### src/common/harmonics_pkg.sv
`default_nettype none

package harmonics_pkg;

	localparam int DATA_W = 18;
	localparam int FRAC_W = 14;
	localparam int ADDR_W = 9;

	typedef logic signed [DATA_W-1:0] data_t;
	typedef logic [ADDR_W-1:0] addr_t;

	typedef enum logic [2:0] {
		IDLE,
		PREDICT,
		SUM_STORE,
		ERROR,
		CORRECT,
		NEXT_CHAN
	} phase_e;

	typedef enum logic [2:0] {
		NOP,
		LOAD_MUL,
		ADD_MUL,
		SUB_MUL,
		ADD_OPERAND,
		SUB_FROM_OPERAND
	} mac_op_e;

	localparam int COEF_PER_HARM = 4;
	localparam int STATE_PER_HARM = 2;

	// pointer top bit selects the common area of a memory
	localparam addr_t PTR_COMMON = addr_t'(1) << (ADDR_W - 1);
	localparam addr_t ST_X1 = addr_t'(0);
	localparam addr_t ST_X2 = addr_t'(1);
	localparam addr_t ST_SUM = PTR_COMMON;
	localparam addr_t ST_ERR = PTR_COMMON | addr_t'(1);
	localparam addr_t CF_COS = addr_t'(0);
	localparam addr_t CF_SIN = addr_t'(1);
	localparam addr_t CF_K1 = addr_t'(2);
	localparam addr_t CF_K2 = addr_t'(3);
	localparam addr_t CF_INPUT = PTR_COMMON;

endpackage

`default_nettype wire

### src/common/mac_ctrl_if.sv
`timescale 1ns/1ps
`default_nettype none

// one micro-instruction per cycle, no handshake
interface mac_ctrl_if;
	import harmonics_pkg::*;

	mac_op_e op;
	logic valid;
	logic wr_en;
	addr_t dest_addr;

	modport seq (
		output op, valid, wr_en, dest_addr
	);

	modport mac (
		input op, valid, wr_en, dest_addr
	);

endinterface

`default_nettype wire

### src/sequencer/harmonics_sequencer.sv
`timescale 1ns/1ps
`default_nettype none

module harmonics_sequencer #(
	parameter int HARMONICS_NUM = 4,
	parameter int IN_SERIES_NUM = 2,
	parameter int CHAN_W = 1
) (
	input  logic                 clk,
	input  logic                 harmonics_rst,
	input  logic                 start_i,
	output logic                 busy_o,
	mac_ctrl_if.seq              ctrl,
	output logic                 st_rd_step_o,
	output logic                 st_rd_rewind_o,
	output harmonics_pkg::addr_t st_rd_ptr_o,
	output logic                 st_wr_step_o,
	output logic                 st_wr_rewind_o,
	output harmonics_pkg::addr_t st_wr_ptr_o,
	output logic                 cf_rd_step_o,
	output logic                 cf_rd_rewind_o,
	output harmonics_pkg::addr_t cf_rd_ptr_o,
	output logic [CHAN_W-1:0]    chan_o
);
	import harmonics_pkg::*;

	localparam int HARM_W = (HARMONICS_NUM > 1) ? $clog2(HARMONICS_NUM) : 1;

	phase_e phase_q;
	logic [1:0] step_q;
	logic [HARM_W-1:0] harm_q;
	logic last_harm, last_chan;
	mac_op_e op_a;
	logic valid_a, wr_en_a;

	assign last_harm = (harm_q == HARM_W'(HARMONICS_NUM - 1));
	assign last_chan = (chan_o == CHAN_W'(IN_SERIES_NUM - 1));

	// second stage lines the instruction up with the generated addresses
	always_ff @(posedge clk) begin
		if (harmonics_rst) begin
			ctrl.op <= NOP;
			ctrl.valid <= 1'b0;
			ctrl.wr_en <= 1'b0;
			ctrl.dest_addr <= '0;
		end else begin
			ctrl.op <= op_a;
			ctrl.valid <= valid_a;
			ctrl.wr_en <= wr_en_a;
			ctrl.dest_addr <= {chan_o, {(ADDR_W-CHAN_W){1'b0}}};
		end
	end

	always_ff @(posedge clk) begin
		if (harmonics_rst) begin
			phase_q <= IDLE;
			step_q <= '0;
			harm_q <= '0;
			chan_o <= '0;
			busy_o <= 1'b0;
			op_a <= NOP;
			valid_a <= 1'b0;
			wr_en_a <= 1'b0;
			{st_rd_step_o, st_rd_rewind_o, st_wr_step_o} <= '0;
			{st_wr_rewind_o, cf_rd_step_o, cf_rd_rewind_o} <= '0;
			st_rd_ptr_o <= '0;
			st_wr_ptr_o <= '0;
			cf_rd_ptr_o <= '0;
		end else begin
			op_a <= NOP;
			valid_a <= 1'b0;
			wr_en_a <= 1'b0;
			{st_rd_step_o, st_rd_rewind_o, st_wr_step_o} <= '0;
			{st_wr_rewind_o, cf_rd_step_o, cf_rd_rewind_o} <= '0;
			st_rd_ptr_o <= '0;
			st_wr_ptr_o <= '0;
			cf_rd_ptr_o <= '0;
			step_q <= step_q + 2'd1;
			case (phase_q)
				IDLE: begin
					step_q <= '0;
					if (start_i) begin
						busy_o <= 1'b1;
						harm_q <= '0;
						chan_o <= '0;
						phase_q <= PREDICT;
					end
				end
				PREDICT: begin
					valid_a <= 1'b1;
					case (step_q)
						2'd0: begin
							op_a <= LOAD_MUL;
							st_rd_ptr_o <= ST_X1;
							cf_rd_ptr_o <= CF_COS;
						end
						2'd1: begin
							op_a <= SUB_MUL;
							st_rd_ptr_o <= ST_X2;
							cf_rd_ptr_o <= CF_SIN;
							wr_en_a <= 1'b1;
							st_wr_ptr_o <= ST_X1;
						end
						2'd2: begin
							op_a <= LOAD_MUL;
							st_rd_ptr_o <= ST_X1;
							cf_rd_ptr_o <= CF_SIN;
						end
						default: begin
							op_a <= ADD_MUL;
							st_rd_ptr_o <= ST_X2;
							cf_rd_ptr_o <= CF_COS;
							wr_en_a <= 1'b1;
							st_wr_ptr_o <= ST_X2;
							{st_rd_step_o, st_wr_step_o, cf_rd_step_o} <= '1;
							{st_rd_rewind_o, st_wr_rewind_o, cf_rd_rewind_o} <= {3{last_harm}};
							harm_q <= last_harm ? '0 : harm_q + 1'b1;
							if (last_harm) begin
								phase_q <= SUM_STORE;
							end
						end
					endcase
				end
				SUM_STORE: begin
					// step 0 is a bubble, then one add per new x1
					if (step_q != 2'd0) begin
						step_q <= step_q;
						valid_a <= 1'b1;
						op_a <= ADD_OPERAND;
						st_rd_ptr_o <= ST_X1;
						st_rd_step_o <= 1'b1;
						harm_q <= last_harm ? '0 : harm_q + 1'b1;
						if (last_harm) begin
							st_rd_rewind_o <= 1'b1;
							wr_en_a <= 1'b1;
							st_wr_ptr_o <= ST_SUM;
							step_q <= '0;
							phase_q <= ERROR;
						end
					end
				end
				ERROR: begin
					// two idle steps let the error land before CORRECT reads it
					if (step_q == 2'd0) begin
						valid_a <= 1'b1;
						op_a <= SUB_FROM_OPERAND;
						cf_rd_ptr_o <= CF_INPUT | addr_t'(chan_o);
						wr_en_a <= 1'b1;
						st_wr_ptr_o <= ST_ERR;
					end else if (step_q == 2'd2) begin
						step_q <= '0;
						phase_q <= CORRECT;
					end
				end
				CORRECT: begin
					valid_a <= 1'b1;
					case (step_q)
						2'd0: begin
							op_a <= LOAD_MUL;
							st_rd_ptr_o <= ST_ERR;
							cf_rd_ptr_o <= CF_K1;
						end
						2'd1: begin
							op_a <= ADD_OPERAND;
							st_rd_ptr_o <= ST_X1;
							wr_en_a <= 1'b1;
							st_wr_ptr_o <= ST_X1;
						end
						2'd2: begin
							op_a <= LOAD_MUL;
							st_rd_ptr_o <= ST_ERR;
							cf_rd_ptr_o <= CF_K2;
						end
						default: begin
							op_a <= ADD_OPERAND;
							st_rd_ptr_o <= ST_X2;
							wr_en_a <= 1'b1;
							st_wr_ptr_o <= ST_X2;
							{st_rd_step_o, st_wr_step_o, cf_rd_step_o} <= '1;
							{st_rd_rewind_o, st_wr_rewind_o, cf_rd_rewind_o} <= {3{last_harm}};
							harm_q <= last_harm ? '0 : harm_q + 1'b1;
							if (last_harm) begin
								phase_q <= NEXT_CHAN;
							end
						end
					endcase
				end
				NEXT_CHAN: begin
					// wait for the last write to leave the pipeline
					if (step_q == 2'd3) begin
						if (last_chan) begin
							busy_o <= 1'b0;
							phase_q <= IDLE;
						end else begin
							chan_o <= chan_o + 1'b1;
							phase_q <= PREDICT;
						end
					end
				end
				default: begin
					phase_q <= IDLE;
				end
			endcase
		end
	end

endmodule

`default_nettype wire

### src/flat_wrapper.sv
// flat-port wrapper written by rule: the top's interface ports become plain ports
module harmonics_sequencer_flat import harmonics_pkg::*;
#(
	parameter int HARMONICS_NUM = 4,
	parameter int IN_SERIES_NUM = 2,
	parameter int CHAN_W = 1
)
  (clk, harmonics_rst, start_i, busy_o, st_rd_step_o, st_rd_rewind_o, st_rd_ptr_o, st_wr_step_o, st_wr_rewind_o, st_wr_ptr_o, cf_rd_step_o, cf_rd_rewind_o, cf_rd_ptr_o, chan_o, ctrl_op, ctrl_valid, ctrl_wr_en, ctrl_dest_addr);
  mac_ctrl_if ctrl_i ();
  input  logic clk;
  input  logic harmonics_rst;
  input  logic start_i;
  output logic busy_o;
  output logic st_rd_step_o;
  output logic st_rd_rewind_o;
  output harmonics_pkg::addr_t st_rd_ptr_o;
  output logic st_wr_step_o;
  output logic st_wr_rewind_o;
  output harmonics_pkg::addr_t st_wr_ptr_o;
  output logic cf_rd_step_o;
  output logic cf_rd_rewind_o;
  output harmonics_pkg::addr_t cf_rd_ptr_o;
  output logic [CHAN_W-1:0] chan_o;
  output wire logic [$bits(ctrl_i.op)-1:0] ctrl_op;
  output wire logic [$bits(ctrl_i.valid)-1:0] ctrl_valid;
  output wire logic [$bits(ctrl_i.wr_en)-1:0] ctrl_wr_en;
  output wire logic [$bits(ctrl_i.dest_addr)-1:0] ctrl_dest_addr;
  assign ctrl_op = ctrl_i.op;
  assign ctrl_valid = ctrl_i.valid;
  assign ctrl_wr_en = ctrl_i.wr_en;
  assign ctrl_dest_addr = ctrl_i.dest_addr;
  harmonics_sequencer #(.HARMONICS_NUM(HARMONICS_NUM), .IN_SERIES_NUM(IN_SERIES_NUM), .CHAN_W(CHAN_W)) u_core (.clk(clk), .harmonics_rst(harmonics_rst), .start_i(start_i), .busy_o(busy_o), .ctrl(ctrl_i), .st_rd_step_o(st_rd_step_o), .st_rd_rewind_o(st_rd_rewind_o), .st_rd_ptr_o(st_rd_ptr_o), .st_wr_step_o(st_wr_step_o), .st_wr_rewind_o(st_wr_rewind_o), .st_wr_ptr_o(st_wr_ptr_o), .cf_rd_step_o(cf_rd_step_o), .cf_rd_rewind_o(cf_rd_rewind_o), .cf_rd_ptr_o(cf_rd_ptr_o), .chan_o(chan_o));
endmodule
### config.mk
export PLATFORM = sky130hd
export DESIGN_NAME = harmonics_sequencer_flat
export DESIGN_NICKNAME = d
export VERILOG_FILES = /design/src/common/harmonics_pkg.sv /design/src/common/mac_ctrl_if.sv /design/src/sequencer/harmonics_sequencer.sv /design/src/flat_wrapper.sv
export SDC_FILE = /design/constraint.sdc
export NUM_CORES = 1
export LEC_CHECK = 0
export BUFFER_PORTS_ARGS = -buffer_cell sky130_fd_sc_hd__buf_2
export CORE_MARGIN = 4
export CORE_UTILIZATION = 51
export DETAILED_ROUTE_END_ITERATION = 6
export GPL_TIMING_DRIVEN = 0
export PLACE_DENSITY = 0.78
export SYNTH_ARGS = -nofsm -noshare
export SYNTH_HDL_FRONTEND = slang
export SYNTH_SLANG_ARGS = --single-unit
### constraint.sdc
create_clock -name clk -period 2.3 [get_ports clk]
set_input_delay 0.46 -clock clk [delete_from_list [all_inputs] [get_ports clk]]
set_output_delay 0.46 -clock clk [all_outputs]
set_load 0.03 [all_outputs]
Word level (Yosys, flattened, before mapping)
Cells that the tools add are included.
{"block": "word_totals", "regBits": 59, "input_bits": 3, "output_inout_bits": 49, "word_cells": 118}
{"block": "classes", "add_sub_neg": 3, "eq_ne": 22, "mux": 58, "n_bitwise": 1, "n_reduce_logical": 14}
{"cell": "$pmux W9 S3", "n": 2}
{"cell": "$mux W3", "n": 13}
{"cell": "$mux W9", "n": 4}
{"cell": "$pmux W9 S2", "n": 2}
{"cell": "$pmux W3 S6", "n": 1}
{"cell": "$mux W1", "n": 17}
{"cell": "$mux W2", "n": 8}
{"cell": "$ne A2 B1 Y1 const B", "n": 7}
{"cell": "$pmux W2 S3", "n": 2}
{"cell": "$pmux W3 S4", "n": 1}
{"cell": "$ne A2 B2 Y1 const B", "n": 5}
{"cell": "$reduce_and A10 Y1", "n": 1}
{"cell": "$pmux W1 S2", "n": 4}
{"cell": "$pmux W2 S2", "n": 2}
{"cell": "$reduce_and A4 Y1", "n": 2}
{"cell": "$reduce_or A2 Y1", "n": 4}
{"cell": "$eq A2 B2 Y1 const B", "n": 3}
{"cell": "$eq A3 B2 Y1 const B", "n": 2}
{"cell": "$eq A3 B3 Y1 const B", "n": 2}
{"cell": "$pmux W1 S3", "n": 2}
{"cell": "$add A2 B1 Y2 const B", "n": 2}
{"cell": "$reduce_bool A2 Y1", "n": 2}
{"cell": "$eq A3 B1 Y1 const B", "n": 1}
{"cell": "$logic_not A3 Y1", "n": 1}
{"cell": "other kinds (8)", "n": 8}

Longest topological paths before layout
Gate-level depths: netlist of the first run.
{"block": "depth", "word_depth": 4, "ltp_mapped": 7, "depth_no_buf": 6}

Worst setup path before layout of the first run
OpenSTA, ideal clock, no wires.
{"block": "synth_path", "path_kind": "register -> register", "start": "register u_core.step_q[0]", "end": "register u_core.phase_q[1]", "arrival_time_ns": 1.528, "t_required_ns": 2.179, "slack_ns": 0.651, "path_stages_with_launch": 7, "path_buffers": 0, "period_less_slack_ns": 1.649, "path_cell_list": "dfxtp_1 -> inv_1 -> ha_1 -> nand2b_1 -> a32oi_2 -> nand3_2 -> mux2_4"}
{"block": "synth_via", "elab_chain_cells": 4, "elab_cells_between_ends": 13, "classes_between": "eq/ne: 9; reduce/logical: 4"}
{"item": "start, declared", "line_no": "harmonics_sequencer.sv:30", "text": "logic [1:0] step_q;"}
{"item": "start signal, assigned", "line_no": "harmonics_sequencer.sv:78", "text": "step_q <= step_q + 2'd1;"}
{"item": "start signal, assigned", "line_no": "harmonics_sequencer.sv:127", "text": "step_q <= step_q;"}
{"item": "$eq A2 B1 Y1, or another cell as far along", "line_no": "harmonics_sequencer.sv:91, harmonics_sequencer.sv:157"}
{"item": "$reduce_or A3 Y1 (no line)"}
{"item": "$ne A2 B2 Y1 (no line)"}
{"item": "$reduce_and A10 Y1 (no line) *"}
{"item": "end signal, assigned", "line_no": "harmonics_sequencer.sv:86", "text": "phase_q <= PREDICT;"}
{"item": "end signal, assigned", "line_no": "harmonics_sequencer.sv:152", "text": "phase_q <= CORRECT;"}
{"item": "end signal, assigned", "line_no": "harmonics_sequencer.sv:183", "text": "phase_q <= NEXT_CHAN;"}
{"item": "end, declared", "line_no": "harmonics_sequencer.sv:29", "text": "phase_e phase_q;"}
Mark *: on every way between the ends. The rest lies on a longest branch, timed or not.
A chain may end at the register's enable or synchronous reset.

Final worst setup path of the first run
{"block": "layout_path", "start": "register u_core.step_q[1]", "end": "register u_core.phase_q[1]"}
Same word-level chain as after synthesis.

==> results of run 1 <==
==> worst max-delay path by stage <==
stage,cells past startpoint,slack (ps),from,endpoint
2_1_floorplan,6,650,u_core.step_q[0],u_core.phase_q[1]
3_3_place_gp,6,360,u_core.step_q[1],u_core.phase_q[1]
3_5_place_dp,6,310,u_core.step_q[1],u_core.phase_q[1]
4_1_cts,6,280,u_core.step_q[1],u_core.phase_q[1]
5_1_grt,6,130,u_core.step_q[1],u_core.phase_q[1]
6_report,6,250,u_core.step_q[1],u_core.phase_q[1]
==> per-layer routing <==
metal	vias up	part of all wire, %
li1	711	-
met1	619	44
met2	61	46
met3	5	8.7
met4	0	0.95
met5	-	0
==> stage by stage <==
stage               hold WS [ps]  util (%)
global placement             416      63.3
global route                 453      66.0
detailed placement           425      63.3
finish                       442      66.0
CTS                          427      66.0
floorplan                    414         -
==> synth_stat cells, types with 2 or more instances <==
master / instances
a21o_1: 4
a21oi_1: 9
a22o_1: 2
a31oi_1: 4
and2_1: 2
buf_2: 3
buf_4: 32
clkbuf_1: 4
dfxtp_1: 31
ha_1: 9
inv_1: 7
mux2i_1: 6
nand2_1: 5
nand2b_1: 7
nand3_1: 3
nand3b_1: 2
nor2_1: 16
nor2b_1: 9
nor3_1: 4
nor3b_1: 3
nor4_1: 2
o21a_1: 2
o21ai_0: 3
o32a_1: 3
or3b_1: 2
xnor2_1: 2
==> final cells by class <==
cell class / instances / area [µm²]
Inverter: 7 / 26.3
Clock inverter: 2 / 35.0
Clock buffer: 6 / 51.3
Timing Repair Buffer: 22 / 110
Tap cell: 44 / 55.1
Sequential cell: 31 / 621
Multi-Input combinational cell: 141 / 898
Buffer: 41 / 285
Fill cell: 288 / 1070
==> logic make-up (layout without fill, tap and decap cells) <==
group / Yosys count / count (layout)
other cells: 1 / 28
buf+inv: 48 / 78
simple gates: 61 / 61
mux: 7 / 7
flops: 31 / 31
compound gates: 34 / 34
xor+xnor: 2 / 2
fa+ha+maj: 9 / 9
==> power by group <==
group	switching (µW)	internal (µW)	total, µW	leakage [µW]
clock network	179	257	436	0.0000482
registers	47.2	591	638	0.000251
logic	482	304	786	0.000716
total	708	1150	1860	0.00102
==> sequential cells by signal, indices dropped and copies added (netlist names) <==
register               count
u_core.ctrl.wr_en          1
u_core.harm_q              2
u_core.valid_a             1
u_core.cf_rd_ptr_o         3
u_core.wr_en_a             1
u_core.ctrl.op             3
u_core.st_rd_step_o        1
u_core.st_wr_ptr_o         2
u_core.st_wr_rewind_o      1
u_core.phase_q             3
u_core.st_rd_rewind_o      1
u_core.st_rd_ptr_o         2
u_core.step_q              2
u_core.ctrl.dest_addr      1
u_core.op_a                3
u_core.ctrl.valid          1
u_core.chan_o              1
u_core.busy_o              1
u_core.st_wr_step_o        1
==> tightest hold or removal path, stage by stage <==
cell and delay (ps):
buf_2 100, nand3_1 90, a21oi_1 60
==> impl_metrics.tcl, run 1 <==
set metrics [dict create \
    leakage_uw 0.00102 \
    synthArstFlopShare_pct 0 \
    met1_usage_pct 22.4 \
    drv_cap 0 \
    place_congestion 0.892 \
    die-area_um2 4390 \
    finalWirelength_um 3600 \
    die_w_um 66.2 \
    finalSetupViolCount 0 \
    use_met2_pct 27.4 \
    postCtsResizedCells 0 \
    nNetsFinal 261 \
    p_per_area_nw_per_um2 894 \
    critPathBufInv 1 \
    grt_pass1_vias 1242 \
    r2r-start "u_core.step_q[1]" \
    viasPerCell 4.75 \
    reg2reg_depth 6 \
    synth_adder_area_share_pct 6.51 \
    finalPower_uw 1860 \
    syn_avg_cell_area_um2 8.96 \
    clock_skew_ps 8.00 \
    synth_edf_count 0 \
    antenna_found_initial 0 \
    tightest_slew_ps 556 \
    placed_area_um2 2000 \
    cp_slowest_cell "dfxtp_1" \
    clk_pin_slew_ps 100 \
    post-route-worst-setup-slack_ps 253 \
    hold_path_class "input port to flop" \
    top_usage_layer "met2" \
    arrival_ps 2270 \
    synthToLayoutAreaGrowth_pct 20.4 \
    boundaryPins 52 \
    setup_tns_ps 0 \
    track_usage_pct 17.1 \
    drv_slew 0 \
    synth_top_area_cell "dfxtp_1" \
    max_freq_mhz 488 \
    synth-simple-area-share_pct 19.9 \
    vdd_drop_max_v 0.000410 \
    critPathTopFamily "multiplexers" \
    synth_cells 193 \
    period_share_pct 89.0 \
    grt_max_degree 11 \
    synthMuxAreaShare_pct 4.34 \
    grt-ovfl-total 0 \
    synth_area_leaders "dfxtp_1 (36%), buf_4 (14%), ha_1 (6.5%)" \
    cts_made_buffers 5 \
    hold_viol 0 \
    pre_cts_ws_ps 314 \
    ys_types 43 \
    synth_compound_area_share_pct 14.1 \
    die_y_um 66.2 \
    synth_flop_cell "dfxtp_1" \
    synth_top_family_by_area "simple AND/OR/NAND/NOR gates" \
    final_cells 294 \
    cp-start-kind "flop" \
    initial_utilization_pct 54.8 \
    gr-usage-met3_pct 4.93 \
    crit_chain "ha_1, clkbuf_1, mux2i_1, a22oi_1, nand3_2, mux2_4" \
    clock_path_buffers 2 \
    rows 20 \
    path_max_fanout 10 \
    crit_type "flop to flop" \
    rrSetupSlack_ps 250 \
    syn_area_um2 1730 \
    firstDrtPassIters 4 \
    cts_root_buf "clkbuf_4" \
    critPathRequiredTime_ps 2520 \
    drt-initial-drc-count 101 \
    post_cts_buffers 0 \
    drc 0 \
    min_from "start_i" \
    rsz0062_at_grt "false" \
    numPortBuffers 22 \
    clock-sinks 31 \
    synth.ff_latch_count 31 \
    vias 1396 \
    grt_first_pass_wirelength_um 5770 \
    fp.coreArea_um2 3150 \
    slew_headroom_pct 62.9 \
    layout_common_cells "buf_4 (32), dfxtp_1 (31), conb_1 (28)" \
    wl_per_cell_um 12.2 \
    final_common_cell "buf_4" \
    clock_latency_ps 320 \
    min_period_ps 2050 \
    drive_gt1_share_pct 28.4 \
    ant_nets 0 \
    status "finished clean" \
    cts_tree "built" \
    setup.worst_path.end_class "flop" \
    hold_depth 3 \
    synth_top_area_share_pct 35.9 \
    whs_endpoint "u_core.busy_o" \
    slowest_delay_ps 470 \
    r2r-end "u_core.phase_q[1]" \
    yosysWarnings 0 \
    htreeDepth 2 \
    dp_cells 286 \
    n_antenna_cell 0 \
    synth_seq_area_share_pct 35.9 \
    synth_xor_area_share_pct 1.01 \
    final_cell_area_um2 2080 \
    postCtsHoldBufs 0 \
    hpwl_um 2610 \
]
(Power assumes the default switching activity.)
==> inputs of run 2 (changes only) <==
--- a/config.mk
+++ b/config.mk
@@ -7,10 +7,11 @@
 export LEC_CHECK = 0
 export BUFFER_PORTS_ARGS = -buffer_cell sky130_fd_sc_hd__buf_2
 export CORE_MARGIN = 4
-export CORE_UTILIZATION = 51
+export CORE_UTILIZATION = 46
 export DETAILED_ROUTE_END_ITERATION = 6
 export GPL_TIMING_DRIVEN = 0
-export PLACE_DENSITY = 0.78
+export PLACE_DENSITY = 0.74
+export SLEW_MARGIN = 20
 export SYNTH_ARGS = -nofsm -noshare
 export SYNTH_HDL_FRONTEND = slang
 export SYNTH_SLANG_ARGS = --single-unit
==> constraint.sdc (replaced) <==
create_clock -name clk -period 1.81 [get_ports clk]
set_input_delay 0.362 -clock clk [delete_from_list [all_inputs] [get_ports clk]]
set_output_delay 0.362 -clock clk [all_outputs]
set_load 0.03 [all_outputs]
==> run 2 against run 1 <==
Effect of this change:
- flip-flop and latch count did not move
- critical path type unchanged
- via count fell by 0.21%
- worst hold slack got worse by 51 ps
- largest power group unchanged
- critical endpoint unchanged
==> impl_metrics.tcl, run 2 (synthesized netlist as in run 1, its figures left out) <==
set metrics [dict create \
    status "finished clean" \
    path_max_fanout 6 \
    rsz0062_at_grt "false" \
    setup.worst_path.end_class "flop" \
    r2r-end "u_core.phase_q[1]" \
    p_switching_uw 907 \
    die_w_um 69.3 \
    clock_latency_ps 280 \
    antenna_found_initial 0 \
    finalWirelength_um 3560 \
    synthToLayoutAreaGrowth_pct 21.6 \
    die_y_um 69.3 \
    nNetsFinal 261 \
    htreeDepth 2 \
    cts_tree "built" \
    vias 1393 \
    n_antenna_cell 0 \
    grt_max_degree 11 \
    p_sw_share_pct 38.5 \
    vdd_drop_max_v 0.000405 \
    cts_root_buf "clkbuf_8" \
    clock_skew_ps 6.81 \
    hpwl_um 2610 \
    critPathRequiredTime_ps 1980 \
    grt_first_pass_wirelength_um 5750 \
    leakage_uw 0.00102 \
    min_from "start_i" \
    boundaryPins 52 \
    final_common_cell "buf_4" \
    hold_depth 3 \
    final_cell_area_um2 2100 \
    track_usage_pct 15.1 \
    wl_per_cell_um 12.0 \
    post-route-worst-setup-slack_ps 88.9 \
    rows 22 \
    period_share_pct 95.1 \
    slew_headroom_pct 66.0 \
    initial_utilization_pct 47.6 \
    p_per_area_nw_per_um2 1120 \
    fp.coreArea_um2 3630 \
    drive_gt1_share_pct 30.1 \
    rrSetupSlack_ps 90 \
    sequentialPowerShare_pct 34.8 \
    pre_cts_ws_ps -101 \
    hold_path_class "input port to flop" \
    reg2reg_depth 6 \
    min_period_ps 1720 \
    whs_endpoint "u_core.busy_o" \
    ant_nets 0 \
    die-area_um2 4800 \
    layout_common_cells "buf_4 (32), dfxtp_1 (29), conb_1 (28)" \
    cp-start-kind "flop" \
    viasPerCell 4.69 \
    r2r-start "u_core.step_q[0]" \
    grt_pass1_vias 1247 \
    crit_type "flop to flop" \
    post_cts_buffers 0 \
    p_comb_share_pct 42.3 \
    finalSetupViolCount 0 \
    p_int_uw 1450 \
    numPortBuffers 22 \
    drv_cap 0 \
    postCtsHoldBufs 0 \
    clk_pin_slew_ps 60 \
    p_clk_share_pct 22.9 \
    clock_path_buffers 2 \
    drv_slew 0 \
    placed_area_um2 2000 \
    drt-initial-drc-count 63 \
    firstDrtPassIters 4 \
    cts_made_buffers 5 \
    clock-sinks 31 \
    max_freq_mhz 581 \
    grt-ovfl-total 0 \
    drc 0 \
    place_congestion 0.954 \
    tightest_slew_ps 509 \
    arrival_ps 1890 \
    hold_viol 0 \
]
## run 2: changes by cell type in the layout (fill, tap and decap cells not counted), sizes merged
| cell | delta |
|---|---|
| bufinv | -1 |
## run 2: stage by stage
stage	power, µW	std cells	setup TNS (ps)	util [%]	hold WS [ps]
floorplan	1610	220	0	-	414
global placement	1780	290	-82.1	55.1	415
finish	2350	297	0	57.9	391
global route	2490	297	0	57.9	412
detailed placement	1790	290	-107	55.1	422
CTS	2340	297	0	57.5	386
## run 2: final cells by class
type | instances | area, µm²
clock inverters | 1 | 5.00
inverters | 7 | 26.3
clock buffers | 6 | 82.6
fillers | 345 | 1530
plain buffers | 41 | 288
multi-input cells | 141 | 905
flip-flops and latches | 31 | 626
well taps | 48 | 60.1
repair buffers | 22 | 110
## run 2: timing repair
item	in CTS	in global routing
endpoints found under the setup margin	3	6
endpoints found under the hold margin	0	0
pin swaps	0	0
gates resized for setup	2	5
## run 2: power by group through the flow
stage	Combinational, µW	Sequential [µW]	Clock (µW)
CTS	976	813	554
global route	1080	828	577
floorplan	754	857	0
finish	996	820	538
global placement	955	824	0
detailed placement	964	827	0
## run 2: critical path: stages, from the launching register on
cell and delay, ps:
dfxtp_4 380, inv_1 100, ha_1 250, nand2b_1 160
a32oi_2 230, nand3_2 160, mux2_4 330
## run 2: per-layer routing
metal / global-route usage [%] / up-vias / share of wire [%]
li1: - / 709 / -
met1: 17.1 / 617 / 42
met2: 24.8 / 59 / 48
met3: 5.36 / 8 / 8.1
met4: 8.03 / 0 / 2.1
met5: 0 / - / 0
## run 2: worst max-delay path by stage
stage,endpoint,cells after the start,start,slack (ps)
6_report,u_core.phase_q[1],6,u_core.step_q[0],90
5_1_grt,u_core.phase_q[1],6,u_core.step_q[0],10
4_1_cts,u_core.phase_q[1],6,u_core.step_q[1],10
3_5_place_dp,u_core.phase_q[1],6,u_core.step_q[0],-100
3_3_place_gp,u_core.phase_q[1],6,u_core.step_q[0],-80
2_1_floorplan,u_core.phase_q[1],6,u_core.step_q[0],160
==> inputs of run 3 (changes only) <==
--- a/config.mk
+++ b/config.mk
@@ -5,9 +5,10 @@
 export SDC_FILE = /design/constraint.sdc
 export NUM_CORES = 1
 export LEC_CHECK = 0
+export ABC_AREA = 1
 export BUFFER_PORTS_ARGS = -buffer_cell sky130_fd_sc_hd__buf_2
 export CORE_MARGIN = 4
-export CORE_UTILIZATION = 46
+export CORE_UTILIZATION = 45
 export DETAILED_ROUTE_END_ITERATION = 6
 export GPL_TIMING_DRIVEN = 0
 export PLACE_DENSITY = 0.74
==> run 3 against run 2 <==
Effect of this change:
- synthesized cell count grew 11%
- design area shrank 4.0%
- via count shrank 3.2%
- die area shrank 1.8%
- core utilization grew 0.75 points
- worst hold slack gained 2.7 ps
- clock skew shrank 0.76 ps
- non-clock buffer count shrank 6
- count of clock-buffer cells in the layout is the same
- largest cell class unchanged
==> impl_metrics.tcl, run 3 <==
set metrics [dict create \
    arrival_ps 1790 \
    synth_xor_area_share_pct 0 \
    post_cts_buffers 0 \
    vdd_drop_max_v 0.000537 \
    die_w_um 68.7 \
    reg2reg_depth 10 \
    synth-simple-area-share_pct 26.6 \
    grt_max_degree 11 \
    critPathRequiredTime_ps 1980 \
    layout_common_cells "buf_4 (31), dfxtp_1 (29), conb_1 (28)" \
    synth_edf_count 0 \
    yosysWarnings 0 \
    cts_tree "built" \
    cts_root_buf "clkbuf_8" \
    firstDrtPassIters 4 \
    crit_type "flop to flop" \
    numPortBuffers 22 \
    critPathTopFamily "simple AND/OR/NAND/NOR gates" \
    grt_first_pass_wirelength_um 4940 \
    postCtsResizedCells 0 \
    rows 21 \
    met1_usage_pct 15.5 \
    r2r-start "u_core.step_q[0]" \
    setup.worst_path.end_class "flop" \
    period_share_pct 89.0 \
    path_max_fanout 7 \
    post-route-worst-setup-slack_ps 199 \
    cp_slowest_cell "dfxtp_2" \
    synth_flop_cell "dfxtp_1" \
    drt-initial-drc-count 41 \
    use_met2_pct 24.9 \
    hold_depth 2 \
    grt-ovfl-total 0 \
    max_freq_mhz 621 \
    setup_tns_ps 0 \
    postCtsHoldBufs 0 \
    leakage_uw 0.00107 \
    viasPerCell 4.26 \
    hold_viol 0 \
    initial_utilization_pct 48.2 \
    ys_types 29 \
    synth_commonest_cells "buf_4 (31), dfxtp_1 (31), nor2_1 (26), inv_1 (23), nand2_1 (23)" \
    synthToLayoutAreaGrowth_pct 21.7 \
    finalSetupViolCount 0 \
    nNetsFinal 283 \
    r2r-end "u_core.phase_q[0]" \
    place_congestion 0.930 \
    synth_cells 215 \
    slowest_delay_ps 390 \
    min_from "harmonics_rst" \
    boundaryPins 52 \
    ant_nets 0 \
    clk_pin_slew_ps 60 \
    synthArstFlopShare_pct 0 \
    p_per_area_nw_per_um2 1270 \
    critPathBufInv 2 \
    gr-usage-met3_pct 4.38 \
    synth_adder_area_share_pct 6.79 \
    crit_top_cell "nand2_1" \
    die_y_um 68.7 \
    synth_compound_area_share_pct 7.55 \
    synth_top_family_by_area "simple AND/OR/NAND/NOR gates" \
    die-area_um2 4720 \
    clock_skew_ps 6.05 \
    syn_area_um2 1660 \
    synth_area_leaders "dfxtp_1 (37%), buf_4 (14%), ha_1 (6.8%)" \
    clock_path_buffers 2 \
    drc 0 \
    track_usage_pct 14.0 \
    cts_made_buffers 5 \
    synthMuxAreaShare_pct 0 \
    whs_endpoint "u_core.busy_o" \
    hpwl_um 2500 \
    drv_cap 0 \
    finalWirelength_um 3130 \
    status "finished clean" \
    top_usage_layer "met2" \
    wl_per_cell_um 9.88 \
    hold_path_class "input port to flop" \
    synth.ff_latch_count 31 \
    drive_gt1_share_pct 32.5 \
    n_antenna_cell 0 \
    final_common_cell "buf_4" \
    synth_top_area_share_pct 37.4 \
    synth_top_area_cell "dfxtp_1" \
    htreeDepth 2 \
    vias 1349 \
    synth_seq_area_share_pct 37.4 \
    grt_pass1_vias 1161 \
    fp.coreArea_um2 3440 \
    syn_avg_cell_area_um2 7.71 \
    min_period_ps 1610 \
    cp-start-kind "flop" \
    rrSetupSlack_ps 200 \
    drv_slew 0 \
    pre_cts_ws_ps 115 \
    rsz0062_at_grt "false" \
    antenna_found_initial 0 \
    clock_latency_ps 280 \
    clock-sinks 31 \
    crit_chain "inv_1, ha_1, inv_1, nand2_1, nand2_1, nand3_1, nor2_4, nand3_1, nand2_1, nor2_1" \
    critPathLaunch "u_core.step_q[0]" \
]
## run 3: changes by cell type in the layout (fill, tap and decap cells not counted), sizes merged, moves of 6 or more
cell / previous run / this run
nand2: 5 / 33
inv: 7 / 26
nor2: 16 / 35
nand3: 4 / 14
nor2b: 9 / 0
nand2b: 7 / 0
mux2i: 6 / 0
## run 3: worst max path at each step
stage | to | slack [ps] | cells after the start
after CTS | u_core.phase_q[0] | 100 | 10
after detailed placement | u_core.phase_q[0] | 110 | 10
final | u_core.phase_q[0] | 200 | 10
after global routing | u_core.phase_q[0] | 90 | 10
after floorplan | u_core.phase_q[0] | 320 | 10
after global placement | u_core.phase_q[0] | 160 | 10
## run 3: kinds of logic after synthesis
family | after synthesis
simple gates | 91
buf+inv | 61
flops | 31
compound gates | 22
fa+ha+maj | 9
other cells | 1
## run 3: worst reg2reg max path, cell delays in order (launching register included)
cell	delay, ps
dfxtp_2	390
inv_1	110
ha_1	280
inv_1	120
nand2_1	60
nand2_1	60
nand3_1	110
nor2_4	170
nand3_1	100
nand2_1	70
nor2_1	40
## run 3: per-stage QoR
step                      util (%)  hold WS (ps)  cells  total power, µW  cell area [µm²]
after floorplan                  -           388    242             1830             1760
after global placement        56.0           390    310             2020             1930
after detailed placement      56.0           396    310             2040             1930
after CTS                     58.5           387    317             2580             2010
after global routing          58.6           406    317             2760             2020
final                         58.6           394    317             2560             2020
## run 3: metal layers
metal	vias up	routed length, µm
met5	-	0
met4	0	34
met2	37	1540
met3	3	228
li1	724	-
met1	585	1330
## run 3: area by class of cell
| class | instances | area (µm²) |
|---|---|---|
| plain buffers | 35 | 256 |
| clock buffers | 6 | 82.6 |
| clock inverters | 1 | 5.00 |
| fillers | 326 | 1430 |
| inverters | 26 | 97.6 |
| multi-input cells | 150 | 785 |
| flip-flops and latches | 31 | 623 |
| well taps | 46 | 57.6 |
| repair buffers | 22 | 110 |
## run 3: report_power, final
part | internal [µW] | switching, µW
Combinational | 393 | 766
Sequential | 798 | 73.3
Clock | 297 | 232
Total | 1490 | 1070
